==> src/common/icache_pkg.sv <==
package icache_pkg;

	// cache geometry
	localparam int ADDR_WIDTH     = 32;
	localparam int WORD_WIDTH     = 64;
	localparam int BEAT_WIDTH     = 32;
	localparam int LINE_WIDTH     = 256;
	localparam int NUM_WAYS       = 4;
	localparam int NUM_SETS       = 16;
	localparam int WORDS_PER_LINE = LINE_WIDTH / WORD_WIDTH;
	localparam int BEATS_PER_LINE = LINE_WIDTH / BEAT_WIDTH;

	// address fields
	localparam int LINE_OFFSET_WIDTH = $clog2(LINE_WIDTH / 8);
	localparam int WORD_OFFSET_WIDTH = $clog2(WORD_WIDTH / 8);
	localparam int WORD_SEL_WIDTH    = LINE_OFFSET_WIDTH - WORD_OFFSET_WIDTH;
	localparam int INDEX_WIDTH       = $clog2(NUM_SETS);
	localparam int TAG_WIDTH         = ADDR_WIDTH - INDEX_WIDTH - LINE_OFFSET_WIDTH;
	localparam int WAY_SEL_WIDTH     = $clog2(NUM_WAYS);

	localparam logic [2:0] AXI_SIZE_4B    = 3'b010;
	localparam logic [1:0] AXI_BURST_INCR = 2'b01;

	// victim picker
	localparam int LFSR_WIDTH = 8;
	localparam logic [LFSR_WIDTH-1:0] LFSR_SEED = 8'hA5;

	typedef logic [ADDR_WIDTH-1:0]     addr_t;
	typedef logic [TAG_WIDTH-1:0]      tag_t;
	typedef logic [INDEX_WIDTH-1:0]    index_t;
	typedef logic [WORD_SEL_WIDTH-1:0] word_sel_t;
	typedef logic [WORD_WIDTH-1:0]     word_t;
	typedef logic [BEAT_WIDTH-1:0]     beat_t;
	typedef logic [WORDS_PER_LINE-1:0][WORD_WIDTH-1:0] line_t;
	typedef logic [NUM_WAYS-1:0]       way_mask_t;

	typedef struct packed {
		logic valid;
		tag_t tag;
	} tag_entry_t;

	typedef struct packed {
		logic  read;
		logic  flush;
		addr_t address;
	} ibus_req_t;

	typedef struct packed {
		logic  stall;
		logic  valid;
		word_t rddata;
	} ibus_resp_t;

	typedef struct packed {
		logic       arvalid;
		addr_t      araddr;
		logic [7:0] arlen;
		logic [2:0] arsize;
		logic [1:0] arburst;
	} axi_ar_t;

	typedef struct packed {
		logic  rvalid;
		beat_t rdata;
		logic  rlast;
	} axi_r_t;

	function automatic index_t get_index(addr_t addr);
		return addr[LINE_OFFSET_WIDTH +: INDEX_WIDTH];
	endfunction

	function automatic tag_t get_tag(addr_t addr);
		return addr[ADDR_WIDTH-1 -: TAG_WIDTH];
	endfunction

	function automatic word_sel_t get_word_sel(addr_t addr);
		return addr[WORD_OFFSET_WIDTH +: WORD_SEL_WIDTH];
	endfunction

endpackage

==> src/icache/icache_lookup.sv <==
`timescale 1ns/1ns

module icache_lookup (
	input  logic                                       clk,
	input  logic                                       rst,
	input  icache_pkg::ibus_req_t                      ibus_req,
	output icache_pkg::ibus_resp_t                     ibus_resp,
	output icache_pkg::index_t                         rd_index,
	output icache_pkg::tag_t                           cmp_tag,
	input  icache_pkg::way_mask_t                      way_hit,
	input  icache_pkg::line_t [icache_pkg::NUM_WAYS-1:0] way_line,
	output icache_pkg::addr_t                          miss_addr,
	output logic                                       miss,
	input  logic                                       refill_busy,
	input  logic                                       refill_done
);
	import icache_pkg::*;

	logic s1_read;
	addr_t s1_addr;
	logic s2_read;
	addr_t s2_addr;

	logic flush;
	logic stall;
	logic any_hit;
	word_t hit_word;

	logic valid_q;
	word_t rddata_q;

	assign flush   = ibus_req.flush;
	assign any_hit = |way_hit;

	// hold the pipe on a miss and for the re-read after a refill
	assign stall = refill_done | (s2_read & ~flush & ~any_hit);
	assign miss  = s2_read & ~flush & ~any_hit & ~refill_busy;

	assign miss_addr = s2_addr;
	assign cmp_tag   = get_tag(s2_addr);

	// stalled: keep reading the stage 2 set
	assign rd_index = stall ? get_index(s2_addr) : get_index(s1_addr);

	always_comb begin
		hit_word = '0;
		for (int w = 0; w < NUM_WAYS; w++) begin
			hit_word |= {WORD_WIDTH{way_hit[w]}} & way_line[w][get_word_sel(s2_addr)];
		end
	end

	always_ff @(posedge clk) begin
		if (rst) begin
			s1_read <= 1'b0;
			s2_read <= 1'b0;
			valid_q <= 1'b0;
		end else begin
			// flush empties both stages and drops the incoming request
			if (flush) begin
				s1_read <= 1'b0;
				s2_read <= 1'b0;
			end else if (!stall) begin
				s1_read <= ibus_req.read;
				s2_read <= s1_read;
			end
			valid_q <= s2_read & ~stall & ~flush;
		end
	end

	always_ff @(posedge clk) begin
		if (!stall) begin
			if (ibus_req.read) begin
				s1_addr <= ibus_req.address;
			end
			s2_addr <= s1_addr;
		end
		rddata_q <= hit_word;
	end

	assign ibus_resp = '{stall: stall, valid: valid_q, rddata: rddata_q};

	// a set never holds the same tag in two ways
	a_hit_onehot: assert property (
		@(posedge clk) disable iff (rst)
		s2_read |-> $onehot0(way_hit)
	) else $error("icache_lookup: more than one way hit");

endmodule

==> config.mk <==
export PLATFORM = sky130hd
export DESIGN_NAME = icache_lookup
export DESIGN_NICKNAME = d
export VERILOG_FILES = /design/src/common/icache_pkg.sv /design/src/icache/icache_lookup.sv
export SDC_FILE = /design/constraint.sdc
export NUM_CORES = 1
export LEC_CHECK = 0
export ABC_AREA = 1
export BUFFER_PORTS_ARGS = -buffer_cell sky130_fd_sc_hd__clkbuf_2
export CAP_MARGIN = 5
export CORE_AREA = 4 4 466 468
export CTS_CLUSTER_SIZE = 12
export DETAILED_ROUTE_END_ITERATION = 7
export DIE_AREA = 0 0 470 472
export MAX_ROUTING_LAYER = met4
export PLACE_DENSITY_LB_ADDON = 0.12
export SYNTH_ARGS = -nofsm -noshare
export SYNTH_HDL_FRONTEND = slang
export SYNTH_SLANG_ARGS = --single-unit
==> constraint.sdc <==
create_clock -name clk -period 2.05 [get_ports clk]
set_clock_uncertainty 0.15 [all_clocks]
set_input_delay 0.3075 -clock clk [delete_from_list [all_inputs] [get_ports clk]]
set_output_delay 0.3075 -clock clk [all_outputs]
set_load 0.1 [all_outputs]
Word level (Yosys, flattened, before mapping)

Cells that the tools add are included.

$lt $le $gt $ge: 1
Muxes and demuxes: 9
Bitwise logic cells: 17
Reductions and logical operators: 3

Operators by type and width:

| kind                                                | count |
|---|---|
| binary-select mux 64 bit (select 2 bit)             | 4 |
| AND 64 bit                                          | 4 |
| 2-to-1 mux 64 bit                                   | 4 |
| bitwise OR 64 bit                                   | 3 |
| AND 1 bit                                           | 5 |
| 2-to-1 mux 4 bit                                    | 1 |
| NOT 1 bit                                           | 4 |
| OR reduction 4 bit                                  | 1 |
| < comparator 2 x 3 -> 1 bit (second input constant) | 1 |
| AND reduction 2 bit                                 | 1 |
| OR reduction 2 bit                                  | 1 |
| bitwise OR 1 bit                                    | 1 |

Register bits after elaboration: 131
Bits of input ports: 1066

Longest topological paths before layout

Depth in word-level cells: 7
Mapped depth: 11
Gate-level depth less buffers: 8

Worst setup path before layout

OpenSTA, ideal clock, no wires.

Path kind: register -> output
Start: register s2_read
End: output rd_index[0]
Arrival time: 2.162 ns
Setup slack: -0.569 ns
Cell stages (with the launch flop): 8
Buffers on the path: 0
Cells stage by stage: dfxtp_1 inv_1 nor2_1 nand3_1 nand2_1 inv_1 nand2_1 nand2_1

Word-level cells in the longest chain between the ends: 4

Ends and longest elaborated chain:

| element                 | RTL line            | source |
|---|---|---|
| from (decl)             | icache_lookup.sv:21 | `logic s2_read;` |
| from (signal assigned)  | icache_lookup.sv:64 | `s2_read <= s1_read;` |
| AND 1 bit (2 in series) | icache_lookup.sv:36 | `assign stall = refill_done \| (s2_read & ~flush & ~any_hit);` |
| bitwise OR 1 bit        | icache_lookup.sv:36 |  |
| net stall               | icache_lookup.sv:25 | `logic stall;` |
| 2-to-1 mux 4 bit        | icache_lookup.sv:43 | `assign rd_index = stall ? get_index(s2_addr) : get_index(s1_addr);` |
| to (decl)               | icache_lookup.sv:8  | `output icache_pkg::index_t rd_index,` |

The timed path passes the listed nets, and every way through them passes these cells.

Final worst setup path

Start: input way_hit[2]
End: output rd_index[2]

Word-level cells in the longest chain between the ends: 5

Ends and longest elaborated chain:

| element            | RTL line            | source |
|---|---|---|
| from (decl)        | icache_lookup.sv:10 | `input icache_pkg::way_mask_t way_hit,` |
| OR reduction 4 bit | icache_lookup.sv:33 | `assign any_hit = \|way_hit;` |
| NOT 1 bit          | icache_lookup.sv:36 |  |
| AND 1 bit          | icache_lookup.sv:36 |  |
| bitwise OR 1 bit   | icache_lookup.sv:36 |  |
| 2-to-1 mux 4 bit   | icache_lookup.sv:43 |  |

Every way passes these cells.

==> results.json <==
{
  "path_max_fanout": 7,
  "critical_path_class": "input port to primary output",
  "max-vdd-ir-drop_mv": 0.562,
  "drt_iter0_drc": 1225,
  "cp.arrival_ps": 1780,
  "violations": "setup timing",
  "yosysTopAreaCellShare_pct": 35.9,
  "clk_pin_slew_ps": 70,
  "rows": 170,
  "core_area_sq_mm": 0.214,
  "critPathLaunchType": "input port",
  "synth_area_leader_cell": "nand2_1",
  "clockBufferDepth": 2,
  "drv_slew": 0,
  "yosys-top-cells-area": "nand2_1 (36%), inv_1 (24%), nand3_1 (14%)",
  "num_vias": 26800,
  "synth_seq_cells": 131,
  "clock-sinks": 131,
  "gp_congestion": 0.861,
  "clk-insertion-delay-late_ps": 530,
  "postRouteAntennaNets": 0,
  "period_minus_slack_ps": 2240,
  "place_ws_ps": -356,
  "wl_per_cell_microns": 21.9,
  "hold_viol": 0,
  "grt_start_max_net_pins": 65,
  "final.setup.tns_ps": -776,
  "grt_pass1_vias": 27800,
  "final_nets": 6194,
  "hpwl_mm": 144,
  "relSlewSlack_pct": 52.8,
  "yosysWarnings": 0,
  "wirelength_mm": 176,
  "setup_viol": 6,
  "tritoncts": "yes",
  "ys_seq_area_share_pct": 17.9,
  "syn-cell-area_sq_mm": 0.0182,
  "fin_util_pct": 16.2,
  "die_width_microns": 470,
  "ios": 1192,
  "hold_path_class": "input port to register",
  "drv_cap": 0,
  "first_pass_iters": 5,
  "vias_per_cell": 3.33,
  "track_usage_pct": 15.5,
  "syn_inst": 3780,
  "grt_pass1_wl_mm": 231,
  "layout-drive-gt1-share_pct": 40.7,
  "fin_crit_sh_pct": 109,
  "grt-ovfl-total": 0,
  "syn-num-nets": 4846,
  "syn2layout_area_growth_pct": 89.6,
  "worst_slew_pin_slew_ps": 711,
  "status": "complete, but fails checks",
  "die-area_sq_mm": 0.222,
  "synth.distinct_cells": 15,
  "leakage_uw": 0.0214,
  "h-tree-depth": 4,
  "numCtsBuffers": 17,
  "portBuffers": 1191,
  "cp-end-kind": "primary output",
  "fmax_mhz": 446,
  "layout_setup_ws_ps": -191,
  "rsz0062_at_grt": "true",
  "cts-root-buf": "clkbuf_16",
  "worstPathRequired_ps": 1590,
  "avgSynthCellArea_sq_um": 4.82,
  "p_per_area_mw_per_mm2": 428,
  "start_util_pct": 8.52,
  "antenna_found_initial": 80,
  "die_h_microns": 472,
  "route.detailed.drc": 0
}
-- where the power goes --
group	switching (uW)	internal (uW)
sequential	115	2970
combinational	5270	2780
clock	1870	1760
-- layer usage --
| layer | vias to the layer above | routed length (microns) | global-route usage (%) |
|---|---|---|---|
| li1 | 13400 | - | - |
| met1 | 12400 | 83800 | 20.6 |
| met2 | 941 | 80000 | 24.8 |
| met3 | 71 | 10100 | 3.25 |
| met4 | 0 | 1860 | 2.04 |
| met5 | - | 0 | - |
-- cell usage in the layout, fill, tap and decap left out, drive strengths merged --
cell / n
buf: 328
edfxtp: 64
nand3: 515
nand2: 1743
bufinv: 1
diode: 46
a21boi: 1
bufbuf: 5
clkbuf: 1199
dlygate4sd3: 35
clkinvlp: 6
inv: 1158
nor2: 5
nand3b: 2
dfxtp: 67
clkinv: 12
-- metrics by stage --
| stage | power (uW) | hold slack (ps) | cells | area (sq um) |
|---|---|---|---|---|
| final | 14800 | 87.9 | 8025 | 34500 |
| after global routing | 15800 | 63.5 | 8016 | 34500 |
| after CTS | 15000 | 15.9 | 7960 | 33200 |
| after detailed placement | 10400 | 255 | 7784 | 29600 |
| after global placement | 10500 | 250 | 7784 | 29600 |
| after floorplan | 7080 | 250 | 3780 | 19500 |
-- logic make-up after synthesis --
kind of cell,share of synthesized area (%)
AOI/OAI and AO/OA,0.0413
buffers and inverters,31.7
and+or+nand+nor,50.3
DFF,17.9
-- Yosys cell counts (all sizes together) --
cell / count
a21boi: 1
buf: 192
clkbuf: 31
dfxtp: 67
edfxtp: 64
inv: 1160
nand2: 1743
nand3: 515
nand3b: 2
nor2: 5
-- layout make-up --
class	instances	area (sq um)
Inverter	1160	4490
Clock inverter	15	178
Timing Repair inverter	2	60.1
Sequential cell	131	3270
Timing Repair Buffer	1550	11200
Antenna cell	46	115
Fill cell	25600	179000
Tap cell	2838	3550
Multi-Input combinational cell	2266	11200
Clock buffer	17	425
-- repair_timing --
item                       CTS  global route
gates resized for setup    349           319
hold buffers                35             0
gates cloned                25            11
hold endpoints to repair    35             0
buffers inserted            93            32
setup endpoints to repair   56            72
pin swaps                  111           132
-- worst paths after layout --
check	start	to	slack (ps)	cells after the start
setup / recovery	way_hit[2]	rd_index[2]	-190	9
hold / removal	ibus_req[32]	valid_q	90	5
setup reg to reg	miss_addr[3]	rddata_q[49]	-20	11
hold reg to reg	s1_addr[31]	miss_addr[31]	260	0
-- critical path, stage by stage --
cell	delay, ps
buf_4	120
nor2_1	310
buf_4	240
nand3_2	120
nand2_4	100
clkinvlp_4	200
nand2_2	150
nand2_4	60
buf_12	160
-- sequential cells by signal (all words and copies together), names as in the netlist --
signal	cells
miss_addr	32
rddata_q	64
s1_addr	32
s1_read	1
s2_read	1
valid_q	1
(Power assumes the default switching activity.)
