$ cat src/common/icache_pkg.sv
package icache_pkg;

	// cache geometry
	localparam int ADDR_WIDTH     = 32;
	localparam int WORD_WIDTH     = 64;
	localparam int BEAT_WIDTH     = 32;
	localparam int LINE_WIDTH     = 256;
	localparam int NUM_WAYS       = 4;
	localparam int NUM_SETS       = 16;
	localparam int WORDS_PER_LINE = LINE_WIDTH / WORD_WIDTH;
	localparam int BEATS_PER_LINE = LINE_WIDTH / BEAT_WIDTH;

	// address fields
	localparam int LINE_OFFSET_WIDTH = $clog2(LINE_WIDTH / 8);
	localparam int WORD_OFFSET_WIDTH = $clog2(WORD_WIDTH / 8);
	localparam int WORD_SEL_WIDTH    = LINE_OFFSET_WIDTH - WORD_OFFSET_WIDTH;
	localparam int INDEX_WIDTH       = $clog2(NUM_SETS);
	localparam int TAG_WIDTH         = ADDR_WIDTH - INDEX_WIDTH - LINE_OFFSET_WIDTH;
	localparam int WAY_SEL_WIDTH     = $clog2(NUM_WAYS);

	localparam logic [2:0] AXI_SIZE_4B    = 3'b010;
	localparam logic [1:0] AXI_BURST_INCR = 2'b01;

	// victim picker
	localparam int LFSR_WIDTH = 8;
	localparam logic [LFSR_WIDTH-1:0] LFSR_SEED = 8'hA5;

	typedef logic [ADDR_WIDTH-1:0]     addr_t;
	typedef logic [TAG_WIDTH-1:0]      tag_t;
	typedef logic [INDEX_WIDTH-1:0]    index_t;
	typedef logic [WORD_SEL_WIDTH-1:0] word_sel_t;
	typedef logic [WORD_WIDTH-1:0]     word_t;
	typedef logic [BEAT_WIDTH-1:0]     beat_t;
	typedef logic [WORDS_PER_LINE-1:0][WORD_WIDTH-1:0] line_t;
	typedef logic [NUM_WAYS-1:0]       way_mask_t;

	typedef struct packed {
		logic valid;
		tag_t tag;
	} tag_entry_t;

	typedef struct packed {
		logic  read;
		logic  flush;
		addr_t address;
	} ibus_req_t;

	typedef struct packed {
		logic  stall;
		logic  valid;
		word_t rddata;
	} ibus_resp_t;

	typedef struct packed {
		logic       arvalid;
		addr_t      araddr;
		logic [7:0] arlen;
		logic [2:0] arsize;
		logic [1:0] arburst;
	} axi_ar_t;

	typedef struct packed {
		logic  rvalid;
		beat_t rdata;
		logic  rlast;
	} axi_r_t;

	function automatic index_t get_index(addr_t addr);
		return addr[LINE_OFFSET_WIDTH +: INDEX_WIDTH];
	endfunction

	function automatic tag_t get_tag(addr_t addr);
		return addr[ADDR_WIDTH-1 -: TAG_WIDTH];
	endfunction

	function automatic word_sel_t get_word_sel(addr_t addr);
		return addr[WORD_OFFSET_WIDTH +: WORD_SEL_WIDTH];
	endfunction

endpackage

$ cat src/icache/icache_refill.sv
`timescale 1ns/1ns

module icache_refill (
	input  logic                  clk,
	input  logic                  rst,
	input  logic                  miss,
	input  icache_pkg::addr_t     miss_addr,
	input  logic                  flush,
	output icache_pkg::axi_ar_t   axi_ar,
	input  logic                  arready,
	input  icache_pkg::axi_r_t    axi_r,
	output logic                  rready,
	output icache_pkg::way_mask_t way_we,
	output icache_pkg::index_t    wr_index,
	output icache_pkg::tag_t      wr_tag,
	output icache_pkg::line_t     wr_line,
	output logic                  refill_busy,
	output logic                  refill_done
);
	import icache_pkg::*;

	typedef enum logic [2:0] {
		IDLE,
		WAIT_AR,
		RECEIVE,
		DRAIN,
		DONE
	} state_t;

	state_t state;
	state_t state_next;

	addr_t req_addr;
	logic flushed;
	logic [$clog2(BEATS_PER_LINE)-1:0] beat_cnt;
	beat_t [BEATS_PER_LINE-2:0] line_buf;

	logic [LFSR_WIDTH-1:0] lfsr;
	logic [WAY_SEL_WIDTH-1:0] victim;

	logic beat_fire;
	logic last_beat;
	logic line_write;

	assign rready     = (state == RECEIVE) || (state == DRAIN);
	assign beat_fire  = axi_r.rvalid & rready;
	assign last_beat  = beat_fire & axi_r.rlast;
	assign line_write = (state == RECEIVE) & last_beat & ~flush;

	always_comb begin
		state_next = state;
		unique case (state)
			IDLE: begin
				if (miss)
					state_next = WAIT_AR;
			end
			WAIT_AR: begin
				// the address phase completes even when flushed
				if (arready)
					state_next = (flushed | flush) ? DRAIN : RECEIVE;
			end
			RECEIVE: begin
				if (last_beat)
					state_next = flush ? IDLE : DONE;
				else if (flush)
					state_next = DRAIN;
			end
			DRAIN: begin
				if (last_beat)
					state_next = IDLE;
			end
			DONE: begin
				state_next = IDLE;
			end
			default: begin
				state_next = IDLE;
			end
		endcase
	end

	always_ff @(posedge clk) begin
		if (rst) begin
			state    <= IDLE;
			flushed  <= 1'b0;
			beat_cnt <= '0;
			lfsr     <= LFSR_SEED;
		end else begin
			state <= state_next;
			if (state == IDLE)
				flushed <= 1'b0;
			else if (state == WAIT_AR && flush)
				flushed <= 1'b1;
			if (state == WAIT_AR)
				beat_cnt <= '0;
			else if (beat_fire)
				beat_cnt <= beat_cnt + 1'b1;
			// x^8 + x^6 + x^5 + x^4 + 1
			if (line_write)
				lfsr <= {lfsr[LFSR_WIDTH-2:0], lfsr[7] ^ lfsr[5] ^ lfsr[4] ^ lfsr[3]};
		end
	end

	always_ff @(posedge clk) begin
		if (state == IDLE && miss)
			req_addr <= miss_addr;
		// beats shift down, beat 0 ends at the bottom
		if (state == RECEIVE && beat_fire)
			line_buf <= {axi_r.rdata, line_buf[BEATS_PER_LINE-2:1]};
	end

	always_comb begin
		axi_ar.arvalid = (state == WAIT_AR);
		axi_ar.araddr  = {req_addr[ADDR_WIDTH-1:LINE_OFFSET_WIDTH], {LINE_OFFSET_WIDTH{1'b0}}};
		axi_ar.arlen   = 8'(BEATS_PER_LINE - 1);
		axi_ar.arsize  = AXI_SIZE_4B;
		axi_ar.arburst = AXI_BURST_INCR;
	end

	// last beat goes straight into the line, no extra cycle
	assign victim   = lfsr[WAY_SEL_WIDTH-1:0];
	assign way_we   = line_write ? (way_mask_t'(1) << victim) : '0;
	assign wr_index = get_index(req_addr);
	assign wr_tag   = get_tag(req_addr);
	assign wr_line  = line_t'({axi_r.rdata, line_buf});

	assign refill_busy = (state != IDLE);
	assign refill_done = (state == DONE);

	a_rlast_on_eighth: assert property (
		@(posedge clk) disable iff (rst)
		beat_fire |-> (axi_r.rlast == (&beat_cnt))
	) else $error("icache_refill: rlast not on the eighth beat");

	a_ar_stable: assert property (
		@(posedge clk) disable iff (rst)
		axi_ar.arvalid && !arready |=> axi_ar.arvalid && $stable(axi_ar.araddr)
	) else $error("icache_refill: AR request changed before arready");

endmodule

$ cat config.mk
export PLATFORM = sky130hd
export DESIGN_NAME = icache_refill
export DESIGN_NICKNAME = d
export VERILOG_FILES = /design/src/common/icache_pkg.sv /design/src/icache/icache_refill.sv
export SDC_FILE = /design/constraint.sdc
export NUM_CORES = 1
export LEC_CHECK = 0
export ABC_AREA = 1
export BUFFER_PORTS_ARGS = -buffer_cell sky130_fd_sc_hd__buf_2
export CAP_MARGIN = 40
export CORE_AREA = 2 2 159 161
export CTS_CLUSTER_DIAMETER = 50
export DETAILED_ROUTE_END_ITERATION = 6
export DIE_AREA = 0 0 161 163
export HOLD_SLACK_MARGIN = 0.06
export PLACE_DENSITY = 0.68
export SLEW_MARGIN = 30
export SYNTH_ARGS = -nofsm -noshare
export SYNTH_HDL_FRONTEND = slang
export SYNTH_SLANG_ARGS = --single-unit
export TNS_END_PERCENT = 30
$ cat constraint.sdc
create_clock -name clk -period 16.3 [get_ports clk]
set_clock_uncertainty 0.2 [all_clocks]
set_input_delay 4.89 -clock clk [delete_from_list [all_inputs] [get_ports clk]]
set_output_delay 4.89 -clock clk [all_outputs]
set_load 0.1 [all_outputs]
# --- Yosys cells after proc, flatten, opt, wreduce, memory -nomap -nowiden ---
# Cells that the tools add are included.
word_totals:
  reg_bits: 268
  in_bits: 71
  wordCells: 46
classes:
  n_eq_ne: 8
  n_shift: 1
  muxes: 9
  bitwise_logic: 9
  reduce_logical: 8
op_table:
  columns: ["cell", "n"]
  rows:
  - ["$mux 3", 6]
  - ["$pmux 3 s4", 1]
  - ["$eq 3x2->1 const B", 2]
  - ["$and 1x1->1", 4]
  - ["$mux 4", 1]
  - ["$ne 2x2->1 const B", 2]
  - ["$reduce_and 4->1", 1]
  - ["$shl 1x2->4 const A", 1]
  - ["$eq 3x1->1 const B", 1]
  - ["$eq 3x3->1 const B", 1]
  - ["$logic_and 1x1->1", 3]
  - ["$logic_not 3->1", 1]
  - ["$ne 3x3->1 const B", 1]
  - ["$reduce_bool 3->1", 1]
  - ["$xor 1x1->1", 3]
  - ["$ne 2x1->1 const B", 1]
  - ["$reduce_or 2->1", 1]
  - ["$logic_or 1x1->1", 1]
  - ["$mux 1", 1]
  - ["$not 1->1", 1]
  - ["$or 1x1->1", 1]

# --- Logic depth before layout (Yosys ltp) ---
depth:
  word_depth: 7
  depth_mapped: 8
  mapped_depth_nobuf: 7

# --- Worst setup path after synthesis ---
# Ideal clock, no wire load.
synth_timing:
  kind: "in2reg"
  startpoint: "input port axi_r[33] in the netlist's numbering"
  endpoint: "register line_buf (netlist bit wr_line[0]) (enable)"
  arrival_time_ns: 14.126
  required_ns: 15.289
  slack_ns: 1.163
  path_stages: 2
  path_buffers: 0
  path_cell_list: "inv_1 nor2_1"
synth_via:
  elab_chain_len: 2
synth_rtl:
  columns: ["element", "line", "source"]
  rows:
  - ["from (decl)", "icache_refill.sv:11", "input icache_pkg::axi_r_t axi_r,"]
  - ["$and 1x1->1", "icache_refill.sv:46", "assign beat_fire = axi_r.rvalid & rready;"]
  - ["$logic_and 1x1->1", "icache_refill.sv:107", "if (state == RECEIVE && beat_fire)"]
  - ["to (signal assigned)", "icache_refill.sv:108", "line_buf <= {axi_r.rdata, line_buf[BEATS_PER_LINE-2:1]};"]
  - ["to (decl)", "icache_refill.sv:36", "beat_t [BEATS_PER_LINE-2:0] line_buf;"]
# Every way passes these cells.
# A chain may end at the register's enable or synchronous reset.

# --- Worst setup path in the final report ---
layout_timing:
  startpoint: "input port axi_r[33] in the netlist's numbering"
  endpoint: "output port way_we[3]"
layout_via:
  elab_chain_len: 5
layout_rtl:
  columns: ["element", "line", "source"]
  rows:
  - ["$and 1x1->1", "icache_refill.sv:46", null]
  - ["$and 1x1->1", "icache_refill.sv:47", "assign last_beat = beat_fire & axi_r.rlast;"]
  - ["$and 1x1->1 (2 in a row)", "icache_refill.sv:48", "assign line_write = (state == RECEIVE) & last_beat & ~flush;"]
  - ["$mux 4", "icache_refill.sv:121", "assign way_we = line_write ? (way_mask_t'(1) << victim) : '0;"]
  - ["to (decl)", "icache_refill.sv:13", "output icache_pkg::way_mask_t way_we,"]
# Every way passes these cells.

==> results by group <==
Logic synthesis
  • Avg Cell Area, Syn: 20.8 um^2
  • Largest family of logic cells by synthesized area: buffers and inverters
  • Synthesis-stage register bit count: 263
  • Simple-gate share of the synthesized area: 3.02%
  • Synth Area in Compound Gates: 0.670%
  • Synth cell types: 22
  • Yosys Warn Count: 0
  • Cell area after synthesis: 0.00878 mm^2
  • Post-synthesis sequential area ratio: 88.6%
  • Post-synthesis instance total: 422
  • Xor and xnor area share after synthesis: 0.200%
  • Synth Area in Adders: 0%
  • Multiplexer share of the synthesized area: 0%

Global route
  • Initial antenna violation count: 0
  • Met1 GRT Util: 19.1%
  • Met3 Resource Use GR: 3.41%
  • GRT Overall Usage: 14.5%
  • Global-route wire length before repair: 28200 um
  • Gr ovfl total: 0
  • Busiest grt layer: met2
  • Vias in the first global route: 4534
  • GR Layer Usage met2: 23.1%
  • Pin count of the biggest net entering global routing: 194

STA
  • Slew Limit Fails: 0
  • Setup tns final: 0 ns
  • Tcrit/Tclk final: 68.4%
  • RSZ-0062 raised after global routing: no
  • Final Critical Period: 11.14 ns
  • Hold Vio Cnt, Final: 0
  • Worst Tran Pin Value: 0.601 ns
  • Max Fclk: 89.7 MHz
  • Slew headroom: 60.0%
  • Endpoints failing setup: 0

Final layout
  • FF+latch area: 0.00778 mm^2
  • Area occupied by multi-input gates: 419 um^2
  • Final Util: 47.9%
  • Design Area, Final: 0.0118 mm^2
  • Commonest non-fill, non-tap cell in the layout: buf_2
  • Fillers: 2141
  • Area grow syn2layout: 34.6%
  • Layout cell share with drive strength beyond 1: 55.3%
  • Diodes inserted: 0
  • # nets final: 854
  • Most frequent cells in the layout: buf_2, edfxtp_1, clkbuf_16

Power and ir drop
  • Static Leak: 4.78 nW
  • Power density over the cells: 166 mW/mm^2
  • Peak VDD IR: 0.115 mV

Drt
  • Initial DRC count: 344
  • DRT Wirelength: 20400 um
  • Avg WL per Cell: 17.9 um
  • ANT nets after route: 0
  • Pre-antenna DRT Iters: 4
  • DRC viols: 0
  • Vias: 4813
  • Vias per cell: 4.23

Flow run
  • Max Cap Viol: 0

Setup path
  • R2R Setup Slk: 13.59 ns
  • R2r startpoint: state[1]
  • Worst r2r path cells: 5
  • Reg-to-reg endpoint: wr_line[110]
  • Largest fanout on the critical path: 9
  • Critical Path End: way_we[3]
  • Data arrival, critical path: 6.05 ns
  • CP Class: in2out
  • Critical Path Source Type: input port
  • Setup crit start: axi_r[33]
  • Worst Path Required: 11.21 ns
  • CP Capture Type: primary output

Floorplan
  • Num rows: 58
  • Core Footprint: 0.0247 mm^2
  • Chip width: 161 um
  • Total die area: 0.0262 mm^2
  • Die Y: 163 um
  • Ports: 407
  • Initial Util: 35.6%

Placement
  • GPL Wtd Cong: 0.844
  • # port buffers: 383
  • Post-detail-place hpwl: 14700 um
  • Placed cell areas: 0.0106 mm^2

Clock network
  • Post-CTS sizing: 0
  • Clock Latency Late Sink: 0.50 ns
  • CTS hold repair buffers: 0
  • Clock sinks: 263
  • CTS Buffer Depth: 3
  • CTS tree: built
  • Postcts setup bufs: 0
  • CTS Root Buffer Type: clkbuf_16
  • Clock transition at path regs: 0.05 ns
  • Htree depth: 2
  • CTS buffer count: 35

Min path
  • Hold Path Class: reg2reg

Outcome
  • Status: finished clean
[state kept, by name, summed over array words and instances (netlist names)]
name      cells
flushed       1
lfsr          8
req_addr     27
state         3
wr_line     224
[metal layers]
| metal | wire length (um) | vias to the layer above |
|---|---|---|
| li1 | - | 2197 |
| met1 | 8330 | 2362 |
| met2 | 10300 | 208 |
| met3 | 1160 | 46 |
| met4 | 646 | 0 |
| met5 | 0 | - |
[final cells by class]
cell class,instances,area share [%]
repair buffers,387,16.9
multi-input cells,82,3.55
inverters,14,0.466
flip-flops and latches,263,65.8
clock inverters,17,1.57
clock buffers,46,8.20
well taps,330,3.49
[cell usage after synthesis]
cell type	number	area share (%)
nor2_8	1	0.23
xor2_1	1	0.10
nor2_1	15	0.64
inv_4	1	0.071
dfxtp_1	12	2.7
nor2_4	1	0.13
nor3_2	2	0.23
conb_1	2	0.086
inv_1	13	0.56
buf_4	78	6.7
nand2_1	16	0.68
nand2b_1	2	0.14
o21ai_0	8	0.46
nand4_1	2	0.14
nand3_4	1	0.20
a21oi_2	1	0.10
nor3_1	1	0.057
buf_6	1	0.13
nand3_1	10	0.57
xnor2_1	1	0.10
a21oi_1	2	0.11
edfxtp_1	251	86
[power breakdown]
| part | switching, mW | internal [mW] |
|---|---|---|
| clock network | 0.275 | 0.470 |
| logic | 0.380 | 0.0403 |
| registers | 0.0189 | 0.782 |
| total | 0.674 | 1.29 |
[worst min path at each step]
stage                            start      endpoint  slack, ns  depth (start not counted)
final                     wr_line[207]  wr_line[175]       0.24                          0
after floorplan                lfsr[2]       lfsr[2]       0.23                          2
after CTS                  wr_line[88]   wr_line[56]       0.24                          0
after global placement     wr_line[71]   wr_line[39]       0.22                          0
after global routing      wr_line[102]   wr_line[70]       0.25                          0
after detailed placement  wr_line[207]  wr_line[175]       0.23                          0
[per-stage QoR]
stage               power (mW)  setup slack [ns]  instances  hold WS, ns
finish                    1.97              5.16       1139        0.238
global route              2.03              5.01       1139        0.247
CTS                       1.99              5.15       1138        0.238
detailed placement        1.23              5.16       1075        0.227
global placement          1.23              5.15       1074        0.225
floorplan                 1.20              1.16        438        0.230
[kinds of logic (layout without fill, tap and decap cells)]
family          after synthesis  in the layout
flops                       263            263
xor+xnor                      2              2
simple gates                 51             51
other cells                   2             18
compound gates               11             11
buf+inv                      93            464
[critical path: stages]
cell	delay [ns]
buf_2	0.11
nand2_1	0.17
nor2_8	0.23
nand2_1	0.12
nor2_1	0.10
buf_2	0.44
(Power assumes the default switching activity.)
